### config.mk
export PLATFORM = sky130hd
export DESIGN_NAME = cpu_control
export DESIGN_NICKNAME = d
export VERILOG_FILES = /design/src/ctrl_pkg.sv /design/src/phaser.sv /design/src/fetch_unit.sv /design/src/control_selector.sv /design/src/cpu_control.sv
export SDC_FILE = /design/constraint.sdc
export NUM_CORES = 1
export LEC_CHECK = 0
export ABC_AREA = 1
export BUFFER_PORTS_ARGS = -buffer_cell sky130_fd_sc_hd__buf_2
export CORE_MARGIN = 5
export CORE_UTILIZATION = 45
export DETAILED_ROUTE_END_ITERATION = 10
export PLACE_DENSITY_LB_ADDON = 0.1
export SLEW_MARGIN = 10
export SYNTH_ARGS = -nofsm -noshare
export SYNTH_HDL_FRONTEND = slang
export SYNTH_HIERARCHICAL = 1
export SYNTH_SLANG_ARGS = --single-unit
### constraint.sdc
create_clock -name clk -period 2.1 [get_ports clk]
set_input_delay 0.105 -clock clk [delete_from_list [all_inputs] [get_ports clk]]
set_output_delay 0.105 -clock clk [all_outputs]
set_load 0.005 [all_outputs]
### src/ctrl_pkg.sv
package ctrl_pkg;

    // instruction sequencing
    localparam int seq_len    = 10;  // steps per instruction, fetch + decode + execute
    localparam int fetch_end  = 1;   // last fetch step, ir loads as it ends
    localparam int decode_end = 3;   // last decode step, execute starts after it

    localparam logic [seq_len-1:0] seq_step0 = 1;  // ring value after reset

    // widths
    localparam int rom_width  = 24;  // one microcode rom word
    localparam int addr_width = 16;  // address bus
    localparam int data_width = 8;   // data bus, immediate byte

    // instruction word layout
    localparam int op_lsb   = 21;  // opcode lives in rom[23:21]
    localparam int mode_bit = 2;   // opcode bit 2 == rom bit 23, 0 register / 1 immediate

    // opcodes, 0..2 use register addressing and 4..6 immediate
    typedef enum logic [2:0] {
        op_dev_eq_alu      = 3'd0,  // dev = lbus <aluop> rbus
        op_dev_eq_const8   = 3'd1,  // dev = rom[7:0]
        op_devp_eq_const16 = 3'd2,  // pair load, only the low byte goes out here
        op_dev_eq_rom_abs  = 3'd4,  // dev = rom[abs]
        op_dev_eq_ram_abs  = 3'd5,  // dev = ram[abs]
        op_ram_abs_eq_dev  = 3'd6   // ram[abs] = dev
    } ctrl_op_e;

    // bus devices, same encoding on left and right bus
    typedef enum logic [3:0] {
        bus_rom   = 4'h0,
        bus_ram   = 4'h1,
        bus_rega  = 4'h2,
        bus_regb  = 4'h3,
        bus_regc  = 4'h4,
        bus_regd  = 4'h5,
        bus_marlo = 4'h6,
        bus_marhi = 4'h7,
        bus_uart  = 4'h8,
        bus_none  = 4'hF   // nobody drives
    } bus_dev_e;

    // write targets, unnamed codes come straight from the instruction
    typedef enum logic [4:0] {
        targ_rega  = 5'h00,
        targ_regb  = 5'h01,
        targ_regc  = 5'h02,
        targ_regd  = 5'h03,
        targ_marlo = 5'h04,
        targ_marhi = 5'h05,
        targ_uart  = 5'h06,
        targ_ram   = 5'h08,
        targ_none  = 5'h1F  // no write strobe
    } targ_dev_e;

    // alu operations, unnamed codes pass through as well
    typedef enum logic [4:0] {
        alu_zero  = 5'h00,
        alu_passl = 5'h01,  // result = lbus
        alu_passr = 5'h02,  // result = rbus
        alu_add   = 5'h03,
        alu_sub   = 5'h04,
        alu_and   = 5'h05,
        alu_or    = 5'h06,
        alu_xor   = 5'h07
    } alu_op_e;

endpackage

### src/phaser.sv
module phaser (
    input  logic                         clk,
    input  logic                         arst_n,
    output logic [ctrl_pkg::seq_len-1:0] seq,          // one-hot step
    output logic                         phase_fetch,  // steps 0-1
    output logic                         phase_decode, // steps 2-3
    output logic                         phase_exec    // steps 4-9
);

    logic seq_legal;  // exactly one bit set

    // nonzero and no second bit left after clearing the lowest one
    assign seq_legal = (seq != '0) && ((seq & (seq - 1'b1)) == '0);

    // ring of seq_len flops, rotates left once per clock
    always_ff @(posedge clk or negedge arst_n) begin
        if (!arst_n) begin
            seq <= ctrl_pkg::seq_step0;  // start in fetch
        end else if (!seq_legal) begin
            // a corrupted ring recovers at the start of an instruction
            seq <= ctrl_pkg::seq_step0;
        end else begin
            seq <= {seq[ctrl_pkg::seq_len-2:0], seq[ctrl_pkg::seq_len-1]};
        end
    end

    // phase levels from fixed step groups
    assign phase_fetch  = |seq[ctrl_pkg::fetch_end:0];
    assign phase_decode = |seq[ctrl_pkg::decode_end:ctrl_pkg::fetch_end+1];
    assign phase_exec   = |seq[ctrl_pkg::seq_len-1:ctrl_pkg::decode_end+1];

endmodule

### src/fetch_unit.sv
module fetch_unit (
    input  logic                            clk,
    input  logic                            arst_n,
    input  logic [ctrl_pkg::seq_len-1:0]    seq,       // one-hot step from phaser
    input  logic [ctrl_pkg::rom_width-1:0]  rom_data,  // word at rom[pc]
    output logic [ctrl_pkg::addr_width-1:0] pc,        // rom address during fetch
    output ctrl_pkg::ctrl_op_e              ir_op,     // ir[23:21]
    output logic [4:0]                      ir_hi,     // ir[20:16], target or lbus source
    output logic [ctrl_pkg::addr_width-1:0] ir_lo      // ir[15:0], fields or address
);

    logic [ctrl_pkg::rom_width-1:0] ir;  // latched instruction word

    // program counter
    // moves on the edge that ends the last execute step, so the address
    // is already stable when the next fetch begins
    always_ff @(posedge clk or negedge arst_n) begin
        if (!arst_n) begin
            pc <= '0;
        end else if (seq[ctrl_pkg::seq_len-1]) begin
            pc <= pc + 1'b1;  // straight line code only, no jumps
        end
    end

    // instruction register
    // rom_data is only trusted at the end of fetch; during execute the rom
    // address bus may carry a data address and rom_data changes under us
    always_ff @(posedge clk or negedge arst_n) begin
        if (!arst_n) begin
            ir <= '0;
        end else if (seq[ctrl_pkg::fetch_end]) begin
            ir <= rom_data;
        end
    end

    // field split
    assign ir_op = ctrl_pkg::ctrl_op_e'(ir[ctrl_pkg::rom_width-1:ctrl_pkg::op_lsb]);
    assign ir_hi = ir[ctrl_pkg::op_lsb-1:ctrl_pkg::addr_width];
    assign ir_lo = ir[ctrl_pkg::addr_width-1:0];  // also the direct address

endmodule

### src/control_selector.sv
module control_selector (
    input  ctrl_pkg::ctrl_op_e              ir_op,
    input  logic [4:0]                      ir_hi,
    input  logic [ctrl_pkg::addr_width-1:0] ir_lo,
    input  logic                            phase_fetch,
    input  logic                            phase_exec,
    output ctrl_pkg::bus_dev_e              rbus_dev,             // right bus driver
    output ctrl_pkg::bus_dev_e              lbus_dev,             // left bus driver
    output ctrl_pkg::targ_dev_e             targ_dev,             // write target
    output ctrl_pkg::alu_op_e               aluop,
    output logic                            addrmode_pc_n,        // pc onto address bus
    output logic                            addrmode_register_n,  // mar onto address bus
    output logic                            addrmode_direct_n,    // ir[15:0] onto address bus
    output logic [ctrl_pkg::addr_width-1:0] direct_addr,
    output logic [ctrl_pkg::data_width-1:0] imm8                  // constant for rom bus device
);

    logic                addr_mode;  // 0 register, 1 immediate
    ctrl_pkg::bus_dev_e  rbus_sel;   // decoded, before phase gating
    ctrl_pkg::bus_dev_e  lbus_sel;
    ctrl_pkg::targ_dev_e targ_sel;

    // address mode enables
    assign addr_mode = ir_op[ctrl_pkg::mode_bit];

    // fetch always addresses through the pc; after that the opcode picks
    // mar or the immediate field, so exactly one enable is low at any time
    assign addrmode_pc_n       = ~phase_fetch;
    assign addrmode_register_n = phase_fetch | addr_mode;
    assign addrmode_direct_n   = phase_fetch | ~addr_mode;

    // opcode decode
    always_comb begin
        // defaults are the no-op values, opcodes 3 and 7 keep them
        rbus_sel = ctrl_pkg::bus_none;
        lbus_sel = ctrl_pkg::bus_none;
        aluop    = ctrl_pkg::alu_passr;
        targ_sel = ctrl_pkg::targ_none;
        case (ir_op)
            ctrl_pkg::op_dev_eq_alu: begin
                rbus_sel = ctrl_pkg::bus_dev_e'(ir_lo[8:5]);
                lbus_sel = ctrl_pkg::bus_dev_e'(ir_lo[12:9]);
                aluop    = ctrl_pkg::alu_op_e'(ir_lo[4:0]);
                targ_sel = ctrl_pkg::targ_dev_e'(ir_hi);
            end
            ctrl_pkg::op_dev_eq_const8,
            ctrl_pkg::op_devp_eq_const16,
            ctrl_pkg::op_dev_eq_rom_abs: begin
                rbus_sel = ctrl_pkg::bus_rom;  // constant or rom[abs] comes in on rbus
                targ_sel = ctrl_pkg::targ_dev_e'(ir_hi);
            end
            ctrl_pkg::op_dev_eq_ram_abs: begin
                rbus_sel = ctrl_pkg::bus_ram;
                targ_sel = ctrl_pkg::targ_dev_e'(ir_hi);
            end
            ctrl_pkg::op_ram_abs_eq_dev: begin
                // source register on lbus, ram is written
                lbus_sel = ctrl_pkg::bus_dev_e'(ir_hi[3:0]);
                aluop    = ctrl_pkg::alu_passl;
                targ_sel = ctrl_pkg::targ_ram;
            end
            default: begin
                // unused opcode, nothing moves
            end
        endcase
    end

    // phase gating
    // ir is fresh from decode on, but bus drivers and the write strobe wait
    // for execute so a half settled word never reaches the datapath
    assign rbus_dev = phase_exec ? rbus_sel : ctrl_pkg::bus_none;
    assign lbus_dev = phase_exec ? lbus_sel : ctrl_pkg::bus_none;
    assign targ_dev = phase_exec ? targ_sel : ctrl_pkg::targ_none;

    // immediate fields
    assign direct_addr = ir_lo;                         // absolute ram / rom address
    assign imm8        = ir_lo[ctrl_pkg::data_width-1:0];  // const8 byte

endmodule

### src/cpu_control.sv
module cpu_control (
    input  logic                            clk,
    input  logic                            arst_n,
    input  logic [ctrl_pkg::rom_width-1:0]  rom_data,
    output logic [ctrl_pkg::addr_width-1:0] pc,
    output ctrl_pkg::bus_dev_e              rbus_dev,
    output ctrl_pkg::bus_dev_e              lbus_dev,
    output ctrl_pkg::targ_dev_e             targ_dev,
    output ctrl_pkg::alu_op_e               aluop,
    output logic                            addrmode_pc_n,
    output logic                            addrmode_register_n,
    output logic                            addrmode_direct_n,
    output logic [ctrl_pkg::addr_width-1:0] direct_addr,
    output logic [ctrl_pkg::data_width-1:0] imm8
);

    logic [ctrl_pkg::seq_len-1:0]    seq;          // current step
    logic                            phase_fetch;
    logic                            phase_exec;
    ctrl_pkg::ctrl_op_e              ir_op;        // latched opcode
    logic [4:0]                      ir_hi;
    logic [ctrl_pkg::addr_width-1:0] ir_lo;

    // step sequencer, decode level is not consumed in this control path
    phaser phaser_inst (
        .clk          (clk),
        .arst_n       (arst_n),
        .seq          (seq),
        .phase_fetch  (phase_fetch),
        .phase_decode (),
        .phase_exec   (phase_exec)
    );

    fetch_unit fetch_unit_inst (
        .clk      (clk),
        .arst_n   (arst_n),
        .seq      (seq),
        .rom_data (rom_data),
        .pc       (pc),
        .ir_op    (ir_op),
        .ir_hi    (ir_hi),
        .ir_lo    (ir_lo)
    );

    control_selector control_selector_inst (
        .ir_op               (ir_op),
        .ir_hi               (ir_hi),
        .ir_lo               (ir_lo),
        .phase_fetch         (phase_fetch),
        .phase_exec          (phase_exec),
        .rbus_dev            (rbus_dev),
        .lbus_dev            (lbus_dev),
        .targ_dev            (targ_dev),
        .aluop               (aluop),
        .addrmode_pc_n       (addrmode_pc_n),
        .addrmode_register_n (addrmode_register_n),
        .addrmode_direct_n   (addrmode_direct_n),
        .direct_addr         (direct_addr),
        .imm8                (imm8)
    );

endmodule

## After elaboration in Yosys (flattened, before gate mapping)

Index checks and enable logic that the tools add are counted.

| storage, ports and cells | value |
|---|---|
| output and inout bits | 61 |
| logic and storage cells | 31 |
| input port bits | 26 |
| register bits | 50 |

| cells by class | value |
|---|---|
| multiplexer cells | 8 |
| $add $sub $neg | 2 |
| eq/ne operators | 5 |
| reduce and logical (&&, ||, !) cells | 8 |
| bitwise logic cells | 5 |

Operator list:

| cell | number |
|---|---|
| 5-bit one-hot mux with 2 select lines | 2 |
| 16-bit by 1-bit adder with 16-bit output (second input constant) | 1 |
| 4-bit one-hot mux with 3 select lines | 1 |
| 10-bit bitwise AND | 1 |
| 10-bit zero test | 1 |
| 10-bit two-way mux | 1 |
| 10-bit nonzero test | 1 |
| 10-bit by 1-bit subtractor with 10-bit output (second input constant) | 1 |
| 3-bit equality test (second input constant) | 3 |
| 4-bit two-way mux | 2 |
| 4-bit one-hot mux with 2 select lines | 1 |
| 6-bit OR reduction | 1 |
| 5-bit two-way mux | 1 |
| 5-bit OR reduction | 1 |
| 3-bit by 1-bit equality test with 1-bit output (second input constant) | 1 |
| 3-bit by 2-bit equality test with 1-bit output (second input constant) | 1 |
| 3-bit zero test | 1 |
| 3-bit OR reduction | 1 |
| 1-bit NOT | 2 |
| 1-bit bitwise OR | 2 |
| 2-bit OR reduction | 1 |
| 1-bit logical AND | 1 |

## Logic depth before layout (Yosys ltp)

| depth | value |
|---|---|
| word-level depth | 5 |
| mapped depth | 8 |
| depth with buffers taken out | 8 |

## By module

Netlist, hierarchy kept.

Modules (own cells, without submodules):

| module | area each (um^2) | seq. area each (um^2) | cells an instance | times used |
|---|---|---|---|---|
| fetch_unit | 1804.2 | 1001.0 | 171 | 1 |
| control_selector | 519.2 | 0.0 | 93 | 1 |
| phaser | 504.2 | 251.5 | 63 | 1 |

## Worst setup path after synthesis

Ideal clock, no wire load.

| path | value |
|---|---|
| kind | reg-to-reg |
| start | register fetch_unit_inst/pc[0] (netlist bit) |
| end | register fetch_unit_inst/pc[8] (netlist bit) |
| cell stages (with the launch flop) | 6 |
| required time | 1975 ps |
| setup time | 125 ps |
| path buffers | 0 |
| slack | 859 ps |
| data arrival time | 1116 ps |
| clock period less this slack | 1241 ps |
| cell sequence | dfrtp_1 ha_1 nand4_2 nor2_2 nand2_1 xnor2_1 |

| on the way | value |
|---|---|
| longest elaborated chain between the ends | 1 |

RTL lines:

| element | RTL line | source |
|---|---|---|
| start: declaration | fetch_unit.sv:6 | `output logic [ctrl_pkg::addr_width-1:0] pc,` |
| start signal: assignment | fetch_unit.sv:21 | `pc <= pc + 1'b1;` |
| 16-bit by 1-bit adder with 16-bit output | fetch_unit.sv:21 |  |

No other way between the ends.
A chain may end at the register's enable or synchronous reset.

## Worst setup path in the final report

| path | value |
|---|---|
| start | register phaser_inst/seq[9] (netlist bit) |
| end | output rbus_dev[0] |

| on the way | value |
|---|---|
| longest elaborated chain between the ends | 2 |

RTL lines:

| element | RTL line | source |
|---|---|---|
| start: declaration | phaser.sv:4 | `output logic [ctrl_pkg::seq_len-1:0] seq,` |
| start signal: assignment | phaser.sv:18 | `seq <= ctrl_pkg::seq_step0;` |
| start signal: assignment | phaser.sv:21 | `seq <= ctrl_pkg::seq_step0;` |
| start signal: assignment | phaser.sv:23 | `seq <= {seq[ctrl_pkg::seq_len-2:0], seq[ctrl_pkg::seq_len-1]};` |
| 6-bit OR reduction | phaser.sv:30 | `assign phase_exec = \|seq[ctrl_pkg::seq_len-1:ctrl_pkg::decode_end+1];` |
| via phase_exec | cpu_control.sv:19 | `logic phase_exec;` |
| 4-bit two-way mux | control_selector.sv:71 | `assign rbus_dev = phase_exec ? rbus_sel : ctrl_pkg::bus_none;` |
| end: declaration | cpu_control.sv:6 | `output ctrl_pkg::bus_dev_e rbus_dev,` |

The timed path passes the listed nets, and every way through them passes these cells.

==> run metrics <==
status=completed; fraction of registers with async set/reset=1.00; Worst setup SP type=flip-flop; PortBufs=86; Hold Path Stages=2; required time of the critical path=2.00 ns; DRC Markers=0; Inst Count DP=461; via count=2171; Slew HR=0.596; initial DRC count=65; I/O pin count=87; Syn Area/Cell=8.65 sq um; Worst-Skew Late Latency=0.30 ns; CP Launch Point=phaser_inst/seq[9]$_DFF_PN0_; full die area=0.00797 sq mm; Power Density=610 mW/mm^2; root buffer cell=clkbuf_8; Setup Skew=0.00604 ns; # hold bufs at CTS=1; VDD IR max=0.000301 V; GR Overflow Total=0; initial antenna violation count=0; crit path time final=1.78 ns; Final Hold Vio Count=0; Layout area overhead=16.7%; First-pass DRT Iterations=5; WL final=6.03 mm; Top FF cell, synth=dfrtp_1; number of diodes=0; Clock Sinks=50; multi-input logic area=0.00116 sq mm; Slew Limit Fails=0; Worst R2R Setup Slack=0.71 ns; largest net degree at the start of global routing=28; Final Setup Violations=0; r2r endpoint=phaser_inst/seq[5]$_DFF_PN0_; clk slew on worst S/H paths=0.10 ns; Worst Path Arrival=1.67 ns; vias in the first global route=2146; Routed WL per cell=12.8 microns; maximum fanout along the worst path=11; Area contributors post-synth=dfrtp_1, nand2_1, mux2_2; reg2reg start=phaser_inst/seq[2]$_DFF_PN0_; first-pass GRT wire length=9.78 mm; Site Rows=28; Yosys reg bits=50; Filler Cells Inserted=583; Core Box Area=0.00603 sq mm; max_cap viols=0; layout cell share with drive strength beyond 1=0.392; Synth top cells by count=nand2_1, dfrtp_1, inv_1, buf_4, mux2_2; Post-Syn Instances=327; CP Capture Point=rbus_dev[0]; area post-placement=0.00315 sq mm; DIE HEIGHT=89.3 microns; post-route setup TNS=0 ns; htree depth=2; RSZ-0062 raised after global routing=no; Pleak=1.85 nW; DPL Wire Length=4.69 mm; Synth cell types=27; post-synth top area share=0.434; Non-Filler Instances=470; Post-synth EDFFs=0; Die X=89.3 microns; CTS tree=built; Post-Syn Area=0.00283 sq mm; crit share post-route=0.847; most common cell in the netlist=nand2_1; synth warn=6; CTS Buf Count=5; Final nets=421; initial core utilization=0.469; Worst Hold Class=primary input to flip-flop; Setup crit end kind=output pin; post-route cell area=0.00330 sq mm; Slew @ Worst Pin=0.606 ns; maximum clock frequency=562 MHz; CP Class=flip-flop to output pin; Total Routing Usage GR=0.158; via-per-instance ratio=4.62; ANT nets after route=0; Seq/Total Area, Yosys=0.443; sequential cell area=0.00125 sq mm; post-cts resize count=0; Placer Congestion=0.808; post-CTS setup-driven buffer insertion count=0; Reg2Reg Depth=7; area leader, netlist=dfrtp_1; Max Buffers Root-to-Sink=2; total power=2.01 mW; Synth Net Count=354
## area by class of cell
type                            count  share of cell area
Clock inverter                      2              0.0182
Inverter                           50              0.0569
Timing Repair Buffer               90               0.140
Multi-Input combinational cell    197               0.352
Sequential cell                    50               0.380
Tap cell                           75              0.0284
Clock buffer                        6              0.0250
## how the worst min path moves through the flow
stage                             from                            endpoint  slack (ns)
final                      rom_data[3]   fetch_unit_inst/ir[3]$_DFFE_PN0P_        0.03
after global routing      rom_data[13]  fetch_unit_inst/ir[13]$_DFFE_PN0P_        0.01
after CTS                  rom_data[3]   fetch_unit_inst/ir[3]$_DFFE_PN0P_        0.02
after detailed placement        arst_n        phaser_inst/seq[5]$_DFF_PN0_        0.15
after global placement          arst_n        phaser_inst/seq[3]$_DFF_PN0_        0.15
after floorplan                 arst_n   fetch_unit_inst/ir[0]$_DFFE_PN0P_       -0.19
## power by group
group,switching (mW),internal [mW]
logic,0.0837,0.0844
registers,0.0261,0.985
clock network,0.325,0.508
total,0.435,1.58
## worst max-delay path: stages (launching register included)
cell,delay [ns]
dfrtp_1,0.59
nor2_1,0.12
nand3_1,0.15
nand2_1,0.10
nor2_2,0.19
nand3_1,0.10
buf_2,0.13
## state kept, by name, indices dropped and copies added, names as in the netlist
| register | cells |
|---|---|
| phaser_inst/seq | 10 |
| fetch_unit_inst/pc | 16 |
| fetch_unit_inst/ir | 24 |
## placed cells by master (no fill, tap or decap), types with 2 or more instances in the layout
master	instances
buf_2	86
nand2_1	79
dfrtp_1	49
inv_1	46
mux2_2	24
nor2_1	21
nor2_2	18
nand3_1	17
nand4_1	13
clkbuf_8	6
xor2_1	5
inv_2	4
nand2_4	3
nand2_2	3
xnor2_1	3
buf_4	3
bufinv_16	2
o21ai_1	2
## kinds of logic after synthesis
family	synth area share
DFF	0.443
buffers and inverters	0.147
AOI/OAI and AO/OA	0.0128
muxes	0.0956
adders and majority gates	0.00442
xor gates and xnor gates	0.0248
and+or+nand+nor	0.273
## stage by stage
step | util | setup slack (ns) | hold WS, ns
after detailed placement | 0.522 | 0.647 | 0.152
after global routing | 0.548 | 0.144 | 0.0143
after floorplan | - | 0.859 | -0.191
after CTS | 0.548 | 0.279 | 0.0193
after global placement | 0.522 | 0.685 | 0.149
final | 0.548 | 0.322 | 0.0270
## routing by layer
| metal | GRT usage | up-vias | routed length [microns] |
|---|---|---|---|
| li1 | - | 1122 | - |
| met1 | 0.202 | 976 | 2680 |
| met2 | 0.271 | 69 | 2820 |
| met3 | 0.0341 | 4 | 479 |
| met4 | 0.0419 | 0 | 46 |
| met5 | 0 | - | 0 |
Note: power is estimated with default switching activity, not from simulation.
